### config.mk
export PLATFORM = sky130hd
export DESIGN_NAME = iccm_controller
export DESIGN_NICKNAME = d
export VERILOG_FILES = /design/src/hdl/prog_pkg.sv /design/src/hdl/iccm_controller.sv
export SDC_FILE = /design/constraint.sdc
export NUM_CORES = 1
export LEC_CHECK = 0
export BUFFER_PORTS_ARGS = -buffer_cell sky130_fd_sc_hd__clkbuf_2
export CORE_MARGIN = 4
export CORE_UTILIZATION = 45
export CTS_CLUSTER_SIZE = 28
export DETAILED_ROUTE_END_ITERATION = 10
export GPL_TIMING_DRIVEN = 1
export PLACE_DENSITY = 0.75
export SLEW_MARGIN = 40
export SYNTH_ARGS = -nofsm -noshare
export SYNTH_HDL_FRONTEND = slang
export SYNTH_SLANG_ARGS = --single-unit
### constraint.sdc
create_clock -name clk_i -period 2.13 [get_ports clk_i]
set_clock_uncertainty 0.2 [all_clocks]
set_input_delay 0.213 -clock clk_i [delete_from_list [all_inputs] [get_ports clk_i]]
set_output_delay 0.213 -clock clk_i [all_outputs]
set_load 0.1 [all_outputs]
### src/hdl/prog_pkg.sv
package prog_pkg;

  // iccm geometry
  localparam int unsigned ADDR_W = 10;
  localparam int unsigned DATA_W = 32;

  // bit period divisor width
  localparam int unsigned BAUD_W = 16;

  // program terminator, never stored
  localparam logic [DATA_W-1:0] END_WORD = 32'h0000_0FFF;

  typedef enum logic [1:0] {
    BOOT,
    LOAD,
    DONE
  } loader_state_e;

  typedef struct packed {
    logic       valid;
    logic [7:0] data;
  } rx_byte_t;

  typedef struct packed {
    logic              we;
    logic [ADDR_W-1:0] addr;
    logic [DATA_W-1:0] wdata;
  } iccm_wr_t;

  typedef struct packed {
    logic              req;
    logic [ADDR_W-1:0] addr;
  } fetch_req_t;

  typedef struct packed {
    logic              valid;
    logic [DATA_W-1:0] rdata;
  } fetch_rsp_t;

endpackage

### src/hdl/iccm_controller.sv
`timescale 1ns/10ps

module iccm_controller (
  input  logic                  clk_i,
  input  logic                  arst_n_i,
  input  logic                  prog_i,
  input  prog_pkg::rx_byte_t    rx_byte_i,
  output prog_pkg::iccm_wr_t    iccm_wr_o,
  output logic                  prog_rst_n_o,
  output logic                  prog_active_o
);

  prog_pkg::loader_state_e        state_q;
  logic [1:0]                     byte_cnt_q;
  logic [prog_pkg::DATA_W-1:0]    word_q;
  logic [prog_pkg::DATA_W-1:0]    word_next;
  logic [prog_pkg::ADDR_W-1:0]    addr_q;
  logic                           we_q;
  logic                           prog_rst_n_q;
  logic                           byte_take;

  // msb first, new byte lands in the low lane
  assign word_next = {word_q[prog_pkg::DATA_W-9:0], rx_byte_i.data};
  assign byte_take = (state_q == prog_pkg::LOAD) && rx_byte_i.valid;

  always_ff @(posedge clk_i or negedge arst_n_i) begin
    if (!arst_n_i) begin
      state_q      <= prog_pkg::BOOT;
      byte_cnt_q   <= '0;
      addr_q       <= '0;
      we_q         <= 1'b0;
      prog_rst_n_q <= 1'b0;
    end else begin
      we_q <= 1'b0;
      // advance once the write pulse has been seen
      if (we_q) begin
        addr_q <= addr_q + 1'b1;
      end
      case (state_q)
        prog_pkg::BOOT: begin
          if (prog_i) begin
            state_q <= prog_pkg::LOAD;
          end else begin
            state_q      <= prog_pkg::DONE;
            prog_rst_n_q <= 1'b1;
          end
        end
        prog_pkg::LOAD: begin
          if (byte_take) begin
            byte_cnt_q <= byte_cnt_q + 1'b1;
            if (byte_cnt_q == 2'd3) begin
              if (word_next == prog_pkg::END_WORD) begin
                // terminator, let the core run
                state_q      <= prog_pkg::DONE;
                prog_rst_n_q <= 1'b1;
              end else begin
                we_q <= 1'b1;
              end
            end
          end
        end
        prog_pkg::DONE: begin
          // held until the next reset
          state_q <= prog_pkg::DONE;
        end
        default: state_q <= prog_pkg::BOOT;
      endcase
    end
  end

  // word assembly
  always_ff @(posedge clk_i) begin
    if (byte_take) begin
      word_q <= word_next;
    end
  end

  assign iccm_wr_o.we    = we_q;
  assign iccm_wr_o.addr  = addr_q;
  assign iccm_wr_o.wdata = word_q;

  assign prog_rst_n_o  = prog_rst_n_q;
  assign prog_active_o = (state_q == prog_pkg::LOAD);

endmodule

==> qor.txt <==
Vias = 1134
Detailed Routing Iterations Pass 1 = 4
Post-route ant nets = 0
Most instantiated cells after synthesis = edfxtp_1, dfrtp_1, nand4_1
Largest net degree at the start of global routing = 34
FP Rows = 22
Compound-Gate Fraction of Synth Area = 2.88%
XOR/XNOR share of the synthesized area = 4.80%
Initial DRC Count = 72
Cells after synthesis = 104
Drt drc = 0
Crit path launch type = flip-flop
Post-synth top area share = 52.7%
Post-Route WL = 3.55 mm
GR Util met1 = 15.8%
Clock slew at reported path FFs = 0.09 ns
Initial antenna violation count = 0
Post-synth EDFFs = 32
CP startpoint = word_q[18]$_DFFE_PP_
Clock Root Buffer = clkbuf_8
Num CTS Buffers = 5
TritonCTS clock tree = built
Yosys cell types = 24
GRT Total Usage = 14.8%
Area delta synth->final = 32.7%
Synth top area cells = edfxtp_1, dfrtp_1, ha_1, xnor2_1, nor4_2
Via density = 4.97
I/O pin count = 57
Reg-to-Reg Start = word_q[18]$_DFFE_PP_
Avg Inst Size Synth = 17.5 µm²
Synth area leader = edfxtp_1
Yosys Warn Count = 0
Final setup fails = 0
Die Span Y = 71.7 µm
Cts repair resizes = 0
Status = completed
Final Hold Viols = 0
Total grt overflow = 0
Crit-path slowest cell = edfxtp_1
Mapped Area = 0.00182 mm²
First-pass GRT wire length = 5.73 mm
Worst hold path class = in2reg
Met3 Use GR = 3.79%
Asr flop ratio synth = 33.3%
Cell-by-cell trace of the critical path = nor4_2 -> nand4_1 -> o41ai_4 -> mux2_4
Critical path class = reg2reg
PortBufs = 56
Main combinational cell family by area after synthesis = simple AND/OR/NAND/NOR gates
Vias in the first global route = 1178
Worst EP arrival = 2.03 ns
N_diodes = 0
Chip Width = 71.7 µm
Synth Area in Adders = 3.43%
DP Wirelength = 2.66 mm
Mux contribution to synthesized area = 3.23%
Maximum VDD drop = 594 µV
Fraction of layout cells with a size suffix above 1 = 45.6%
Max-slew violations = 0
Gr busiest metal = met2
Core Area = 0.00380 mm²
Final min period = 2.04 ns
Max cap viols = 0
Hold path startpoint = rx_byte_i[8]
Final total power = 2.65 mW
WL per Instance = 15.6 µm
Fin nets = 196
Met2 GRT Util = 25.8%
TritonCTS Sinks = 48
Post-layout util = 63.7%
Syn Nets = 121
CP peak stage delay = 0.45 ns
Crit path required time = 2.11 ns
Insertion delay to the later sink of the worst-skew pair = 0.30 ns
CP endpoint kind = flip-flop
Clk buf depth = 2
# H-tree levels = 2
Post-synthesis register bit count = 48
LEAKAGE = 1.03 nW
Period utilization = 95.9%
Die Area = 0.00513 mm²
PD cells = 1090 mW/mm²
Simple-Gate Fraction of Synth Area = 9.75%
Highest Clock Rate = 489 MHz
Gpl congestion = 0.784
Least-Margin Pin Slew = 0.563 ns
Initial core utilization = 48.0%
CP max FO = 3
Most numerous cell in the Yosys netlist = edfxtp_1
Register area share after synthesis = 74.7%
Max_slew headroom = 62.6%
Ys flop type = edfxtp_1
RSZ-0062 raised after global routing = false
-- worst paths after layout --
| kind | endpoint | slack (ns) | cells past startpoint |
|---|---|---|---|
| max in group asynchronous | byte_cnt_q[0]$_DFFE_PN0P_ | 1.27 | 2 |
| setup / recovery | state_q[1]$_DFFE_PN0P_ | 0.09 | 4 |
| hold reg to reg | addr_q[9]$_DFFE_PN0P_ | 0.28 | 1 |
| setup reg to reg | state_q[1]$_DFFE_PN0P_ | 0.09 | 4 |
| hold / removal | byte_cnt_q[0]$_DFFE_PN0P_ | 0.11 | 3 |
| min in group asynchronous | addr_q[3]$_DFFE_PN0P_ | 0.18 | 2 |
-- layer usage --
| layer | vias up | routed length, µm |
|---|---|---|
| met5 | - | 0 |
| met4 | 0 | 112 |
| met3 | 11 | 173 |
| met2 | 34 | 1950 |
| met1 | 551 | 1320 |
| li1 | 538 | - |
-- report_power, final --
group	switching, mW	internal [mW]	leakage [nW]
Clock	0.294	0.347	0.0541
Combinational	0.606	0.201	0.472
Sequential	0.0813	1.11	0.500
Total	0.982	1.66	1.03
-- final cells by class --
class / count / area (µm²)
flip-flops and latches: 48 / 1360
well taps: 48 / 60.1
multi-input cells: 51 / 452
clock inverters: 3 / 42.5
clock buffers: 5 / 68.8
fillers: 276 / 1380
repair buffers: 69 / 415
inverters: 4 / 18.8
-- critical path: cells and delay by family, from the launching register on --
kind | cells | cell delay [ns]
flops | 1 | 0.45
compound gates | 1 | 0.44
simple gates | 2 | 0.51
mux | 1 | 0.33
-- timing repair --
item                                   4_1_cts  5_1_grt
setup endpoints to repair                    0        1
endpoints found under the hold margin       25        0
hold buffers                                10        0
setup buffers                                0        1
-- cell families (layout without fill, tap and decap cells) --
group,Yosys count,after routing
and+or+nand+nor,27,27
muxes,5,5
buffers and inverters,5,81
xor gates and xnor gates,10,10
AOI/OAI and AO/OA,4,4
adders and majority gates,5,5
DFF,48,48
-- registers in the layout (all words and copies together) (netlist names) --
name	cells
word_q	32
addr_q	10
byte_cnt_q	2
state_q	2
prog_rst_n_o	1
we_q	1
-- cell usage in the layout, fill, tap and decap left out, drive strengths merged --
cell and instances:
nand4 7, o41ai 1, clkinvlp 2, edfxtp 32, nand3 1, xnor2 6
dfrtp 16, clkinv 1, nand2 6, a21oi 1, mux2 4, inv 3
o311a 1, nor2b 1, nor4 4, a21o 1, dlygate4sd3 10, xor2 4
mux2i 1, ha 5, nor4b 1, nor2 4, and3 1, bufinv 1
buf 3, or2 1, clkbuf 61, nand3b 1
-- metrics by stage --
step           hold slack, ns  instances  cell area (µm²)  TNS [ns]  worst slack [ns]
2_1_floorplan          -0.283        104             1840    -0.594            -0.312
3_3_place_gp          -0.0586        209             2200         0             0.132
3_5_place_dp          -0.0562        209             2200         0            0.0867
4_1_cts                 0.116        227             2410         0            0.0566
5_1_grt                 0.148        228             2420         0           0.00389
6_report                0.113        228             2420         0            0.0866
No activity file was read; power rests on OpenSTA's default activity.
