--- config.mk ---
export PLATFORM = sky130hd
export DESIGN_NAME = uart_rx_prog
export DESIGN_NICKNAME = d
export VERILOG_FILES = /design/src/hdl/prog_pkg.sv /design/src/hdl/uart_rx_prog.sv
export SDC_FILE = /design/constraint.sdc
export NUM_CORES = 1
export LEC_CHECK = 0
export ABC_AREA = 1
export BUFFER_PORTS_ARGS = -buffer_cell sky130_fd_sc_hd__buf_2
export CORE_AREA = 8 8 90 100
export CTS_CLUSTER_DIAMETER = 100
export CTS_CLUSTER_SIZE = 40
export DETAILED_ROUTE_END_ITERATION = 8
export DIE_AREA = 0 0 98 108
export GPL_TIMING_DRIVEN = 0
export PLACE_DENSITY_LB_ADDON = 0.12
export SLEW_MARGIN = 10
export SYNTH_ARGS = -nofsm -noshare
export SYNTH_HDL_FRONTEND = slang
export SYNTH_SLANG_ARGS = --single-unit
--- constraint.sdc ---
create_clock -name clk_i -period 5.9 [get_ports clk_i]
set_input_delay 0.59 -clock clk_i [delete_from_list [all_inputs] [get_ports clk_i]]
set_output_delay 0.59 -clock clk_i [all_outputs]
set_load 0.01 [all_outputs]
--- src/hdl/prog_pkg.sv ---
package prog_pkg;

  // iccm geometry
  localparam int unsigned ADDR_W = 10;
  localparam int unsigned DATA_W = 32;

  // bit period divisor width
  localparam int unsigned BAUD_W = 16;

  // program terminator, never stored
  localparam logic [DATA_W-1:0] END_WORD = 32'h0000_0FFF;

  typedef enum logic [1:0] {
    BOOT,
    LOAD,
    DONE
  } loader_state_e;

  typedef struct packed {
    logic       valid;
    logic [7:0] data;
  } rx_byte_t;

  typedef struct packed {
    logic              we;
    logic [ADDR_W-1:0] addr;
    logic [DATA_W-1:0] wdata;
  } iccm_wr_t;

  typedef struct packed {
    logic              req;
    logic [ADDR_W-1:0] addr;
  } fetch_req_t;

  typedef struct packed {
    logic              valid;
    logic [DATA_W-1:0] rdata;
  } fetch_rsp_t;

endpackage

--- src/hdl/uart_rx_prog.sv ---
`timescale 1ns/10ps

module uart_rx_prog (
  input  logic                          clk_i,
  input  logic                          arst_n_i,
  input  logic [prog_pkg::BAUD_W-1:0]   clks_per_bit_i,
  input  logic                          rx_i,
  output prog_pkg::rx_byte_t            rx_byte_o
);

  typedef enum logic [1:0] {
    RX_IDLE,
    RX_START,
    RX_DATA,
    RX_STOP
  } rx_state_e;

  rx_state_e                    state_q;
  logic [1:0]                   rx_sync_q;
  logic [prog_pkg::BAUD_W-1:0]  cnt_q;
  logic [prog_pkg::BAUD_W-1:0]  half_bit;
  logic [prog_pkg::BAUD_W-1:0]  last_cnt;
  logic [2:0]                   bit_idx_q;
  logic [7:0]                   shift_q;
  logic                         valid_q;
  logic                         rx_s;

  assign rx_s     = rx_sync_q[1];
  assign half_bit = clks_per_bit_i >> 1;
  assign last_cnt = clks_per_bit_i - 1'b1;

  always_ff @(posedge clk_i or negedge arst_n_i) begin
    if (!arst_n_i) begin
      // idle line is high
      rx_sync_q <= 2'b11;
      state_q   <= RX_IDLE;
      cnt_q     <= '0;
      bit_idx_q <= '0;
      valid_q   <= 1'b0;
    end else begin
      rx_sync_q <= {rx_sync_q[0], rx_i};
      valid_q   <= 1'b0;
      case (state_q)
        RX_IDLE: begin
          cnt_q     <= '0;
          bit_idx_q <= '0;
          if (!rx_s) begin
            state_q <= RX_START;
          end
        end
        RX_START: begin
          // glitch check at mid start bit
          if (cnt_q == half_bit) begin
            cnt_q   <= '0;
            state_q <= rx_s ? RX_IDLE : RX_DATA;
          end else begin
            cnt_q <= cnt_q + 1'b1;
          end
        end
        RX_DATA: begin
          if (cnt_q == last_cnt) begin
            cnt_q     <= '0;
            bit_idx_q <= bit_idx_q + 1'b1;
            if (bit_idx_q == 3'd7) begin
              state_q <= RX_STOP;
            end
          end else begin
            cnt_q <= cnt_q + 1'b1;
          end
        end
        RX_STOP: begin
          // framing error drops the byte
          if (cnt_q == last_cnt) begin
            valid_q <= rx_s;
            state_q <= RX_IDLE;
          end else begin
            cnt_q <= cnt_q + 1'b1;
          end
        end
        default: state_q <= RX_IDLE;
      endcase
    end
  end

  // lsb arrives first, shift in from the top
  always_ff @(posedge clk_i) begin
    if (state_q == RX_DATA && cnt_q == last_cnt) begin
      shift_q <= {rx_s, shift_q[7:1]};
    end
  end

  assign rx_byte_o.valid = valid_q;
  assign rx_byte_o.data  = shift_q;

endmodule

==> summary.txt <==
Worst setup path
  – R2r endpoint: shift_q[0]$_DFFE_PP_
  – WP data required: 5820 ps
  – Crit path launch type: input port
  – Reg2Reg Depth: 7
  – Worst r2r src: cnt_q[0]$_DFFE_PN0P_
  – CP Class: input port to flop
  – Crit Path Max Fanout: 11
  – R2R setup slack: 3420 ps
  – Worst path arrival time: 2690 ps
  – Endpoint type of the worst setup path: flop

STA
  – Setup TNS: 0 ps
  – Unrepaired setup endpoints after global routing: false
  – Skew final: 4.77 ps
  – Final Max Slew Viols: 0
  – # setup viols final: 0
  – Fin crit share: 47.0%
  – Final-report hold violation count: 0
  – Slew HR: 50.3%
  – Achievable Freq: 361 MHz
  – Actual slew at the worst max-slew pin: 741 ps
  – Crit path time final: 2770 ps

Logic synthesis
  – Sequential fraction of the synthesis area: 31.8%
  – Largest cells by area after synthesis: dfrtp_1 21%, nand2_1 17%, edfxtp_1 9.1%
  – Largest area contributor in the netlist: dfrtp_1
  – Mapped Nets: 412
  – Ys flop type: dfrtp_1
  – Cell with the most instances after synthesis: nand2_1
  – XOR/XNOR Fraction of Synth Area: 11.2%
  – Distinct cell type count after synthesis: 36
  – Post-synth top area share: 20.8%
  – Register bit total from synthesis: 32
  – Asr flop ratio synth: 75.0%
  – Combinational family with the most area after synthesis: simple AND/OR/NAND/NOR gates
  – Simple-Gate Fraction of Synth Area: 43.5%
  – Synth Area in Compound Gates: 3.16%
  – Syn Inst Count: 389
  – Synthesized-area fraction occupied by adder cells: 1.89%
  – Post-synth top cells: 121 x nand2_1, 49 x nor2_1, 43 x inv_1
  – Number of synthesized flops with an enable pin: 8
  – Syn Area/Cell: 6.81 um2
  – Synthesized area: 2650 um2
  – Yosys warning count: 0
  – Post-synthesis mux area share: 0%

Power
  – Leak: 0.00151 uW
  – VDD IR max: 95.5 uV
  – Power per cell area: 223 nW/um2

Clock network
  – Num CTS Buffers: 5
  – H-tree depth: 2
  – # clock sinks: 32
  – Clk_lat worst skew: 290 ps
  – Post-CTS Hold Buffers: 0
  – CTS max path bufs: 2
  – Setup Buffers After CTS: 0
  – Clock root cell: clkbuf_8
  – CTS tree: yes
  – Clock Pin Slew Worst Setup and Hold Paths: 70 ps
  – Post-CTS resize count: 0

Global route
  – Total grt overflow: 0
  – First-pass GRT wire length: 11.6 mm
  – GRT Resource Usage Total: 13.7%
  – Initial antenna violation count: 0
  – Vias in the first global route: 2458
  – Largest net degree at the start of global routing: 25

Routing
  – DR pass1 iterations: 4
  – Total number of vias: 2463
  – DRT antenna net count: 0
  – Iter 0 DRT Violations: 115
  – Post-Route WL: 6.88 mm
  – Wire length per cell: 13.5 um
  – Drt via density: 4.82
  – Remaining DRCs: 0

Layout
  – Layout area overhead: 12.7%
  – Antenna diode count: 0
  – Final nets: 446
  – Layout cell share with drive strength beyond 1: 16.5%
  – Final core occ: 40.8%

Placed design
  – Port bufs: 27
  – Post-detail-place hpwl: 5.56 mm
  – Global placement routability congestion: 0.898

Outcome
  – Status: finished clean

Die
  – Die W: 98 um
  – Initial core utilization: 36.2%
  – Core Region: 7310 um2
  – Die footprint: 10600 um2
  – I/O pins: 28
  – Die height: 108 um
  – Cell Rows: 33

Run
  – Max_cap viols: 0

Worst hold path
  – Hold Crit Class: input port to async pin
## worst max path at each step
stage,from,to,slack [ps],cells after the start
final,clks_per_bit_i[0],shift_q[0]$_DFFE_PP_,3130,9
after global routing,clks_per_bit_i[0],shift_q[0]$_DFFE_PP_,2930,9
after CTS,clks_per_bit_i[0],shift_q[0]$_DFFE_PP_,3070,9
after detailed placement,clks_per_bit_i[0],shift_q[0]$_DFFE_PP_,2750,9
after global placement,clks_per_bit_i[0],shift_q[0]$_DFFE_PP_,2350,9
after floorplan,clks_per_bit_i[0],shift_q[0]$_DFFE_PP_,3110,12
## metal layers
| layer | GRT usage (%) | share of wire, % |
|---|---|---|
| met1 | 15.5 | 46 |
| met3 | 3.47 | 4.5 |
| met4 | 4.12 | 1.3 |
| met5 | 0 | 0 |
| met2 | 24.8 | 49 |
## per-stage QoR
step	std cells	power (uW)	instance area, um2	hold WS (ps)	setup slack, ps
after floorplan	389	425	2650	294	3110
after global placement	503	495	2890	349	2350
after detailed placement	503	497	2900	352	2750
after CTS	511	676	2990	329	3070
after global routing	511	712	2990	356	2930
final	511	664	2990	311	3130
## state kept, by name, indices dropped and copies added, names as in the netlist, named ones only
name / cells
bit_idx_q: 3
valid_q: 1
rx_sync_q: 2
state_q: 1
shift_q: 8
cnt_q: 16
## kinds of logic (layout without fill, tap and decap cells)
family          Yosys count  in the layout
buf+inv                  55             90
flops                    32             32
compound gates           14             14
fa+ha+maj                 4              4
xor+xnor                 33             33
simple gates            251            251
## layout by cell type, fill, tap and decap left out, types with 5 or more instances in the layout
master / instances
nand2_1: 121
nor2_1: 49
inv_1: 43
nand3_1: 33
buf_2: 30
dfrtp_1: 22
xor2_1: 20
xnor2_1: 12
nand4_1: 11
edfxtp_1: 8
nor3_1: 7
nand2_2: 6
nor2_2: 5
a21oi_1: 5
o21ai_0: 5
nand3b_1: 5
clkbuf_8: 5
## power breakdown
group	internal, uW	switching, uW
Sequential	240	18.7
Combinational	71.8	161
Clock	82.2	91.5
Total	394	271
## worst max-delay path: stages
cell	delay [ps]
buf_2	110
inv_1	90
ha_1	320
xnor2_1	130
a21oi_1	270
o21ai_0	140
nor3_1	220
nand4_1	180
nor3_2	640
## final cells by class
| class | instances | area, um2 |
|---|---|---|
| Tap cell | 87 | 109 |
| Fill cell | 778 | 4320 |
| Inverter | 47 | 176 |
| Buffer | 8 | 46.3 |
| Clock buffer | 5 | 68.8 |
| Multi-Input combinational cell | 302 | 1590 |
| Sequential cell | 32 | 843 |
| Timing Repair Buffer | 27 | 135 |
| Clock inverter | 3 | 18.8 |
Power figures use the tool's default switching activity.
