`config.mk`:
```
export PLATFORM = sky130hd
export DESIGN_NAME = iccm_adapter
export DESIGN_NICKNAME = d
export VERILOG_FILES = /design/src/hdl/prog_pkg.sv /design/src/hdl/iccm_adapter.sv
export SDC_FILE = /design/constraint.sdc
export NUM_CORES = 1
export LEC_CHECK = 0
export BUFFER_PORTS_ARGS = -buffer_cell sky130_fd_sc_hd__buf_4
export CAP_MARGIN = 10
export CORE_AREA = 2 2 67 69
export DETAILED_ROUTE_END_ITERATION = 12
export DIE_AREA = 0 0 69 71
export GPL_TIMING_DRIVEN = 0
export PLACE_DENSITY = 0.68
export SYNTH_ARGS = -nofsm -noshare
export SYNTH_HDL_FRONTEND = slang
export SYNTH_SLANG_ARGS = --single-unit
```
`constraint.sdc`:
```
create_clock -name clk_i -period 0.9 [get_ports clk_i]
set_clock_uncertainty 0.15 [all_clocks]
set_input_delay 0.09 -clock clk_i [delete_from_list [all_inputs] [get_ports clk_i]]
set_output_delay 0.09 -clock clk_i [all_outputs]
set_load 0.01 [all_outputs]
```
`src/hdl/prog_pkg.sv`:
```
package prog_pkg;

  // iccm geometry
  localparam int unsigned ADDR_W = 10;
  localparam int unsigned DATA_W = 32;

  // bit period divisor width
  localparam int unsigned BAUD_W = 16;

  // program terminator, never stored
  localparam logic [DATA_W-1:0] END_WORD = 32'h0000_0FFF;

  typedef enum logic [1:0] {
    BOOT,
    LOAD,
    DONE
  } loader_state_e;

  typedef struct packed {
    logic       valid;
    logic [7:0] data;
  } rx_byte_t;

  typedef struct packed {
    logic              we;
    logic [ADDR_W-1:0] addr;
    logic [DATA_W-1:0] wdata;
  } iccm_wr_t;

  typedef struct packed {
    logic              req;
    logic [ADDR_W-1:0] addr;
  } fetch_req_t;

  typedef struct packed {
    logic              valid;
    logic [DATA_W-1:0] rdata;
  } fetch_rsp_t;

endpackage

```
`src/hdl/iccm_adapter.sv`:
```
`timescale 1ns/10ps

module iccm_adapter (
  input  logic                          clk_i,
  input  logic                          arst_n_i,
  input  logic                          sys_rst_n_i,
  input  prog_pkg::iccm_wr_t            iccm_wr_i,
  input  prog_pkg::fetch_req_t          fetch_req_i,
  input  logic [prog_pkg::DATA_W-1:0]   sram_rdata_i,
  output prog_pkg::fetch_rsp_t          fetch_rsp_o,
  output logic                          sram_cs_o,
  output logic                          sram_we_o,
  output logic [prog_pkg::DATA_W/8-1:0] sram_wmask_o,
  output logic [prog_pkg::ADDR_W-1:0]   sram_addr_o,
  output logic [prog_pkg::DATA_W-1:0]   sram_wdata_o
);

  logic core_mode;
  logic rsp_valid_q;

  // core owns the port once the system is out of reset
  assign core_mode = sys_rst_n_i;

  assign sram_cs_o    = core_mode ? fetch_req_i.req : iccm_wr_i.we;
  assign sram_we_o    = ~core_mode & iccm_wr_i.we;
  assign sram_wmask_o = {(prog_pkg::DATA_W/8){~core_mode}};
  assign sram_addr_o  = core_mode ? fetch_req_i.addr : iccm_wr_i.addr;
  assign sram_wdata_o = iccm_wr_i.wdata;

  // one cycle read latency
  always_ff @(posedge clk_i or negedge arst_n_i) begin
    if (!arst_n_i) begin
      rsp_valid_q <= 1'b0;
    end else begin
      rsp_valid_q <= core_mode & fetch_req_i.req;
    end
  end

  assign fetch_rsp_o.valid = rsp_valid_q;
  assign fetch_rsp_o.rdata = sram_rdata_i;

endmodule

```
==> results of run 1 <==
logic make-up after synthesis:
kind of cell,share of synthesized area [%]
buffers and inverters,76.09
muxes,17.93
and+or+nand+nor,2.356
DFF,3.623
critical path, delay by kind of cell:
kind / cells / cell delay [ps]
buf+inv: 3 / 360
mux: 1 / 300
how the worst min path moves through the flow:
stage | from | end | slack, ps | depth (start not counted)
2_1_floorplan | arst_n_i | rsp_valid_q | -360 | 0
3_3_place_gp | arst_n_i | rsp_valid_q | -280 | 1
3_5_place_dp | arst_n_i | rsp_valid_q | -280 | 1
4_1_cts | fetch_req_i[10] | rsp_valid_q | 180 | 2
5_1_grt | fetch_req_i[10] | rsp_valid_q | 190 | 2
6_report | fetch_req_i[10] | rsp_valid_q | 180 | 2
final cells by class:
| class | count | share of cell area, % |
|---|---|---|
| repair buffers | 107 | 52.13 |
| flip-flops and latches | 1 | 1.524 |
| plain buffers | 69 | 32.01 |
| inverters | 1 | 0.2287 |
| multi-input cells | 13 | 10.14 |
| well taps | 52 | 3.963 |
per-layer routing:
metal  GRT usage (%)  up-vias
met1           8.576      331
met3           2.991        0
met4               0        0
met5               0        -
met2           15.06      100
li1                -      407
cells in the final DEF (no fill, tap or decap):
cell type	Yosys	final
buf_6	1	10
buf_12	0	1
mux2_4	0	7
mux2_2	11	4
dlygate4sd3_1	0	1
buf_8	0	1
buf_4	68	163
and2_2	1	1
dfrtp_1	1	1
inv_2	0	1
and2b_2	1	1
where the power goes:
| part | switching, mW | internal [mW] | leakage (nW) |
|---|---|---|---|
| combinational | 0.260 | 0.575 | 0.951 |
| clock | 0 | 0 | 0 |
| sequential | 0.000506 | 0.0480 | 0.0129 |
repair_timing:
action                                  in CTS  in global routing
endpoints found under the hold margin        1                  0
resized for setup                           20                  3
pin swaps                                    0                  0
endpoints found under the setup margin      15                 12
hold buffers                                 1                  0
cloned                                       1                  0
stage by stage:
stage / area (µm²) / util (%)
after CTS: 1629 / 38.75
after detailed placement: 1544 / 36.73
after global placement: 1544 / 36.73
after floorplan: 690.7 / -
final: 1642 / 39.05
after global routing: 1642 / 39.05
==> metrics.md, run 1 <==
| Metric | Value |
|---|---|
| Site Rows | 24 |
| Top Metal Used | met3 |
| Setup Viol. Count Final | 7 |
| Top post-synthesis cells by area | buf_4, mux2_2, dfrtp_1, buf_6, and2b_2 |
| Crit path to | sram_addr_o[3] |
| Sequential share of the synthesized area | 3.623% |
| Cell Count, Final, Fillers Out | approximately 240 |
| Most frequent cell after synthesis | buf_4 |
| Synth unique cells | 7 |
| Critical path class | in -> out |
| Number of synthesized flops with an enable pin | 0 |
| Worst EP required | between 600 and 700 ps |
| Worst Setup SP | sys_rst_n_i |
| Worst EP arrival | 750 ps |
| Worst path cell trace | buf_12 > buf_8 > mux2_4 > buf_6 |
| Worst-margin pin slew | 65.21 ps |
| Multi-input logic area | ~170 µm² |
| Nets | roughly 280 |
| Post-synth top cells | buf_4, mux2_2 |
| Met1 WL | around 600 µm |
| Layout fillers | between 400 and 500 |
| Crit. End Element | output port |
| Syn_area_per_cell | 8.222 µm² |
| Initial DRT Pass Iterations | 3 |
| Top-area cell type share of the netlist area | 73.91% |
| Crit path max-delay cell type | mux2_4 |
| Top FF cell, synth | dfrtp_1 |
| Crit path time final | just under 1000 ps |
| Unrepaired setup endpoints after global routing | yes |
| Rel. slew slack | between 90% and 100% |
| Die height | 71 µm |
| Final ANT Viol Nets | 0 |
| Worst Hold Class | in -> reg |
| Max-slew violation count | 0 |
| Final TNS setup | -600.2 ps |
| Number of flip-flops in the largest register | 1 |
| Synth area leader | buf_4 |
| Vias in the first global route | approximately 730 |
| DRT iter0 DRCs | 5 |
| CP Launch Type | input port |
| DRC | 0 |
| CP peak stage delay | 300 ps |
| Top Registers | rsp_valid_q: 1 flops |
| Asr flop ratio synth | 100.0% |
| Register area | about 25 µm² |
| Final Wtd Congestion | between 0.6 and 0.7 |
| Pre-CTS setup slack | -174.1 ps |
| P_leak | 0.9640 nW |
| P&R area growth vs syn | 137.7% |
| Global-route wire length before repair | 3339 µm |
| Fmax | between 1 and 1.5 GHz |
| Synthesized cell area | ~690 µm² |
| Buffers on Ports | 105 |
| GR Overflow Total | 0 |
| Gr usage total | between 7 and 8% |
| Num ports | 170 |
| Die Area | around 4900 µm² |
| Largest net degree at the start of global routing | 7 |
| Tcrit/Tclk final | 109.7% |
| Flops & latches, synth | 1 |
| Critical Path Fanout Max | 6 |
| Inst Count DP | 241 |
| Metal2 WL | approximately 1200 µm |
| Met3 WL | 467 µm |
| Die X | a little under 70 µm |
| Final hold violation count | 0 |
| Max_cap viols | 0 |
| Synth warn | 0 |
| Post-CTS Setup Inserts | 0 |
| Core area | 4204 µm² |
| Worst setup margin | -87.27 ps |
| Hold WS | ~180 ps |
| Worst IR drop on VDD | around 0.24 mV |
| Top reg by flops | rsp_valid_q |
| Vias | about 840 |
| Failing checks | negative setup slack |
| Routed wire length | between 2000 and 2500 µm |
| Total Power | 0.8833 mW |
| Vias/cell | 3.449 |
| Initial antenna violation count | 0 |
| Pwr/cell area | between 500 and 600 nW/µm² |
| Antenna Cells | 0 |
| Drt wl/cell | ~9.5 µm |
| Clock transition at path regs | 0 ps |
| Cells after Synth | between 80 and 90 |
| Layout cells sized above 1 | a little over nine tenths |
| Status | complete, but fails checks |
| Initial Util | between 10% and 20% |
| Mapped Nets | 173 |
Power figures use the tool's default switching activity.
==> run 2, diff against run 1 <==
--- a/config.mk
+++ b/config.mk
@@ -10,7 +10,6 @@
 export CORE_AREA = 2 2 67 69
 export DETAILED_ROUTE_END_ITERATION = 12
 export DIE_AREA = 0 0 69 71
-export GPL_TIMING_DRIVEN = 0
 export PLACE_DENSITY = 0.68
 export SYNTH_ARGS = -nofsm -noshare
 export SYNTH_HDL_FRONTEND = slang
==> constraint.sdc (replaced) <==
create_clock -name clk_i -period 0.9 [get_ports clk_i]
set_clock_uncertainty 0.15 [all_clocks]
set_input_delay 0.18 -clock clk_i [delete_from_list [all_inputs] [get_ports clk_i]]
set_output_delay 0.18 -clock clk_i [all_outputs]
set_load 0.01 [all_outputs]
==> run 2 against run 1 <==
  * The flow still finishes with violations (negative setup slack)
  * Routed wire length down 36%
  * Fmax down 6.2%
  * Cell count down 54%
  * Final area down 56%
  * Combinational power down 58%
  * Die area unchanged
  * Worst hold slack better by 31 ps
  * Sequential power about the same
  * Utilization down 22 points
==> metrics.md, run 2 (synthesis results as in run 1) <==
| Metric | Value |
|---|---|
| Setup Viol. Count Final | 16 |
| P_leak | roughly 0.36 nW |
| Worst IR drop on VDD | 0.2673 mV |
| Initial Util | between 10% and 20% |
| Layout cells sized above 1 | ~97% |
| Core area | between 4000 and 5000 µm² |
| Final ANT Viol Nets | 0 |
| Worst-margin pin slew | between 60 and 70 ps |
| Max_cap viols | 0 |
| Die X | 69 µm |
| Tcrit/Tclk final | 117.0% |
| Number of flip-flops in the largest register | 1 |
| Global-route wire length before repair | 2049 µm |
| Num ports | between 150 and 200 |
| Top Registers | rsp_valid_q: 1 flops |
| Critical Path Fanout Max | 7 |
| Worst hold stages | 0 |
| DRC | 0 |
| Commonest non-fill, non-tap cell in the layout | buf_4 |
| Worst setup margin | -152.6 ps |
| Worst EP required | 570 ps |
| DP HPWL | 1143 µm |
| GR Overflow Total | 0 |
| Fmax | 0.9501 GHz |
| Die Area | approximately 4900 µm² |
| Hold WS | between 200 and 250 ps |
| Largest net degree at the start of global routing | 8 |
| Unrepaired setup endpoints after global routing | yes |
| Commonest non-fill, non-tap cells in the layout | buf_4, buf_6, mux2_4 |
| Top reg by flops | rsp_valid_q |
| Gr usage total | 4.993% |
| Routed wire length | 1466 µm |
| Pwr/cell area | around 560 nW/µm² |
| Max-slew violation count | 0 |
| Vias | 396 |
| Crit. End Element | output port |
| CP Launch Type | input port |
| Buffers on Ports | 41 |
| Rel. slew slack | a little over nine tenths |
| Placed cell areas | about 580 µm² |
| Final instance area | a little over 700 µm² |
| Final Wtd Congestion | 0.6052 |
| P&R area growth vs syn | 3.623% |
| Initial antenna violation count | 0 |
| Vias in the first global route | around 400 |
| Worst EP arrival | 720 ps |
| Initial DRT Pass Iterations | 2 |
| Site Rows | 24 |
| Worst Hold Class | in -> out |
| Drt wl/cell | about 13 µm |
| Crit path time final | roughly 1100 ps |
| Failing checks | negative setup slack |
| Die height | about 70 µm |
| DRT iter0 DRCs | 2 |
| Critical path class | in -> out |
| Nets | 150 |
| Vias/cell | ~3.6 |
| Antenna Cells | 0 |
| Status | complete, but fails checks |
| Final hold violation count | 0 |
run 2: cell count changes in the layout (fill, tap and decap cells not counted):
cell and delta:
buf_16 +1, buf_6 +6, inv_8 +1, mux2_2 -4, buf_4 -139, mux2_4 +4
inv_2 -1
run 2: worst max-delay path, stage by stage:
cell and delay (ps):
buf_12 120, mux2_4 300, buf_6 120
run 2: final cells by class:
type / instances / area, µm²
fillers: 492 / 3488
inverters: 1 / 11.26
repair buffers: 44 / 432.9
multi-input cells: 13 / 181.4
flip-flops and latches: 1 / 25.02
well taps: 52 / 65.06
run 2: path summary, 6_finish.rpt:
kind | startpoint | to | slack (ps)
worst max-delay path | sys_rst_n_i | sram_addr_o[4] | -150
worst min-delay path | sram_rdata_i[23] | fetch_rsp_o[23] | 210
min in group asynchronous | arst_n_i | rsp_valid_q | 360
max in group asynchronous | arst_n_i | rsp_valid_q | 160
run 2: timing repair:
action                                  CTS  global route
setup buffers                             0             0
pin swaps                                 0             0
endpoints found under the setup margin   17            16
hold endpoints to repair                  1             0
gates resized for setup                  28             2
cloned                                    1             0
hold buffers                              1             0
run 2: routing by layer:
metal	track usage (%)	wire length, µm
met1	3.935	306
met2	8.333	733
met3	2.707	258
met5	0	0
met4	5.447	168
run 2: metrics by stage:
stage          total power [mW]  setup slack (ps)  TNS (ps)  std cells  util, %
2_1_floorplan            0.4662            -34.62    -249.0         84        -
3_3_place_gp             0.3213            -309.5     -4235        109    13.69
3_5_place_dp             0.3232            -328.1     -4357        109    13.69
4_1_cts                  0.4034            -159.0     -1774        111    16.88
5_1_grt                  0.4248            -167.1     -1928        111    17.02
6_report                 0.4022            -152.6     -1680        111    17.02
run 2: power breakdown:
group          total, mW  internal [mW]  leakage [nW]  switching (mW)
Clock                  0              0             0               0
Combinational      0.354          0.247         0.351           0.107
Sequential        0.0486         0.0481        0.0129        0.000537
Total              0.402          0.295         0.364           0.107
==> run 3, diff against run 2 <==
==> constraint.sdc (replaced) <==
create_clock -name clk_i -period 0.9 [get_ports clk_i]
set_clock_uncertainty 0.15 [all_clocks]
set_input_delay 0.27 -clock clk_i [delete_from_list [all_inputs] [get_ports clk_i]]
set_output_delay 0.27 -clock clk_i [all_outputs]
set_load 0.01 [all_outputs]
==> run 3 against run 2 <==
  * The run still ends with negative setup slack left
  * Sequential power is 1% higher
  * Global-route usage is 0.80 points higher
  * Via count is 0.25% higher
  * Power is 2.4% higher
  * Sequential share of layout area is 0.11 points lower
  * Final area is 3.3% higher
  * Combinational power is 3% higher
  * Critical endpoint is now sram_addr_o[3]
  * Largest power group unchanged
==> metrics.md, run 3 (synthesis results as in run 1) <==
| Metric | Value |
|---|---|
| GR Overflow Total | 0 |
| Die Area | 4899 µm² |
| Crit path max-delay cell type | mux2_4 |
| Core area | 4204 µm² |
| CP Launch Type | input port |
| Initial DRT Pass Iterations | 2 |
| Pre-CTS setup slack | -509.7 ps |
| Status | complete, but fails checks |
| Vias in the first global route | 446 |
| Max-slew violation count | 0 |
| Largest net degree at the start of global routing | 8 |
| P&R area growth vs syn | 7.065% |
| Die height | ~70 µm |
| Worst Hold Class | in -> out |
| Fmax | just over 0.8 GHz |
| Cell Count, Final, Fillers Out | ~110 |
| Final instance area | around 740 µm² |
| Final Wtd Congestion | between 0.6 and 0.7 |
| Site Rows | 24 |
| Critical path class | in -> out |
| Initial Util | between 10% and 20% |
| CP peak stage delay | approximately 300 ps |
| Worst-margin pin slew | ~70 ps |
| Pwr/cell area | between 500 and 600 nW/µm² |
| Placed cell areas | slightly below 600 µm² |
| Fin util | 17.59% |
| Rel. slew slack | ~95% |
| Crit. End Element | output port |
| Crit path time final | approximately 1200 ps |
| P_leak | approximately 0.38 nW |
| Initial antenna violation count | 0 |
| Worst EP required | 480 ps |
| Commonest non-fill, non-tap cell in the layout | buf_4 |
| Cell depth of the worst setup path | 3 |
| DRT iter0 DRCs | 4 |
| Buffers on Ports | slightly above 40 |
| Failing checks | negative setup slack |
| Final ANT Viol Nets | 0 |
| Vias | about 400 |
| Delay-heaviest family, CP | multiplexers |
| Worst setup margin | -338.0 ps |
| Top Registers | rsp_valid_q: 1 flops |
| Antenna Cells | 0 |
| Number of flip-flops in the largest register | 1 |
| Commonest non-fill, non-tap cells in the layout | buf_4, buf_6, mux2_4 |
| Vias/cell | ~3.5 |
| Die X | 69 µm |
| Setup Viol. Count Final | 16 |
| Inst Count DP | roughly 110 |
| Final TNS setup | -4592 ps |
| Tcrit/Tclk final | 137.6% |
| Num ports | 170 |
| Total Power | between 0.4 and 0.5 mW |
| Unrepaired setup endpoints after global routing | yes |
| GRT met2 Usage | a little under a tenth |
| Global routing met1 resource utilization | slightly above 4% |
| Critical Path Fanout Max | 7 |
| Worst IR drop on VDD | approximately 0.18 mV |
| Global route hottest layer | met4 |
| Gr usage total | just under 6% |
| Final hold violation count | 0 |
| Worst path cell trace | buf_16 > mux2_4 > buf_6 |
| Global-route wire length before repair | between 2000 and 2500 µm |
| Top reg by flops | rsp_valid_q |
| DRC | 0 |
| Layout cells sized above 1 | a little over nine tenths |
| Worst Path Buf+Inv | 2 |
| Nets | approximately 150 |
| Drt wl/cell | ~14 µm |
| Hold WS | between 300 and 400 ps |
| Met3 Resource Use GR | approximately 2.4% |
| Max_cap viols | 0 |
| Routed wire length | between 1500 and 2000 µm |
| Worst EP arrival | 820 ps |
| Worst hold stages | 0 |
[run 3: report_power, final]
| group | switching, mW | internal, mW |
|---|---|---|
| clock | 0 | 0 |
| combinational | 0.106 | 0.257 |
| sequential | 0.00109 | 0.0481 |
[run 3: final timing paths]
| check | from | end |
|---|---|---|
| max in group asynchronous | arst_n_i | rsp_valid_q |
| min in group asynchronous | arst_n_i | rsp_valid_q |
| worst max-delay path | sys_rst_n_i | sram_addr_o[3] |
| worst min-delay path | sram_rdata_i[8] | fetch_rsp_o[8] |
[run 3: what timing repair did]
item / in CTS / in global routing
cloned: 1 / 0
resized for setup: 28 / 2
endpoints found under the setup margin: 18 / 17
hold buffers: 1 / 0
setup buffers: 0 / 1
pin swaps: 0 / 1
endpoints found under the hold margin: 1 / 0
[run 3: final cells by class]
type                            instances  area (µm²)
Fill cell                             486        3465
Timing Repair Buffer                   45       455.4
Multi-Input combinational cell         13       182.7
Tap cell                               52       65.06
Sequential cell                         1       25.02
Inverter                                1       11.26
[run 3: per-layer routing]
layer	vias to the layer above	routed length (µm)	part of all wire [%]
li1	146	-	-
met1	157	280	18
met2	54	646	42
met3	40	322	21
met4	0	272	18
met5	-	0	0
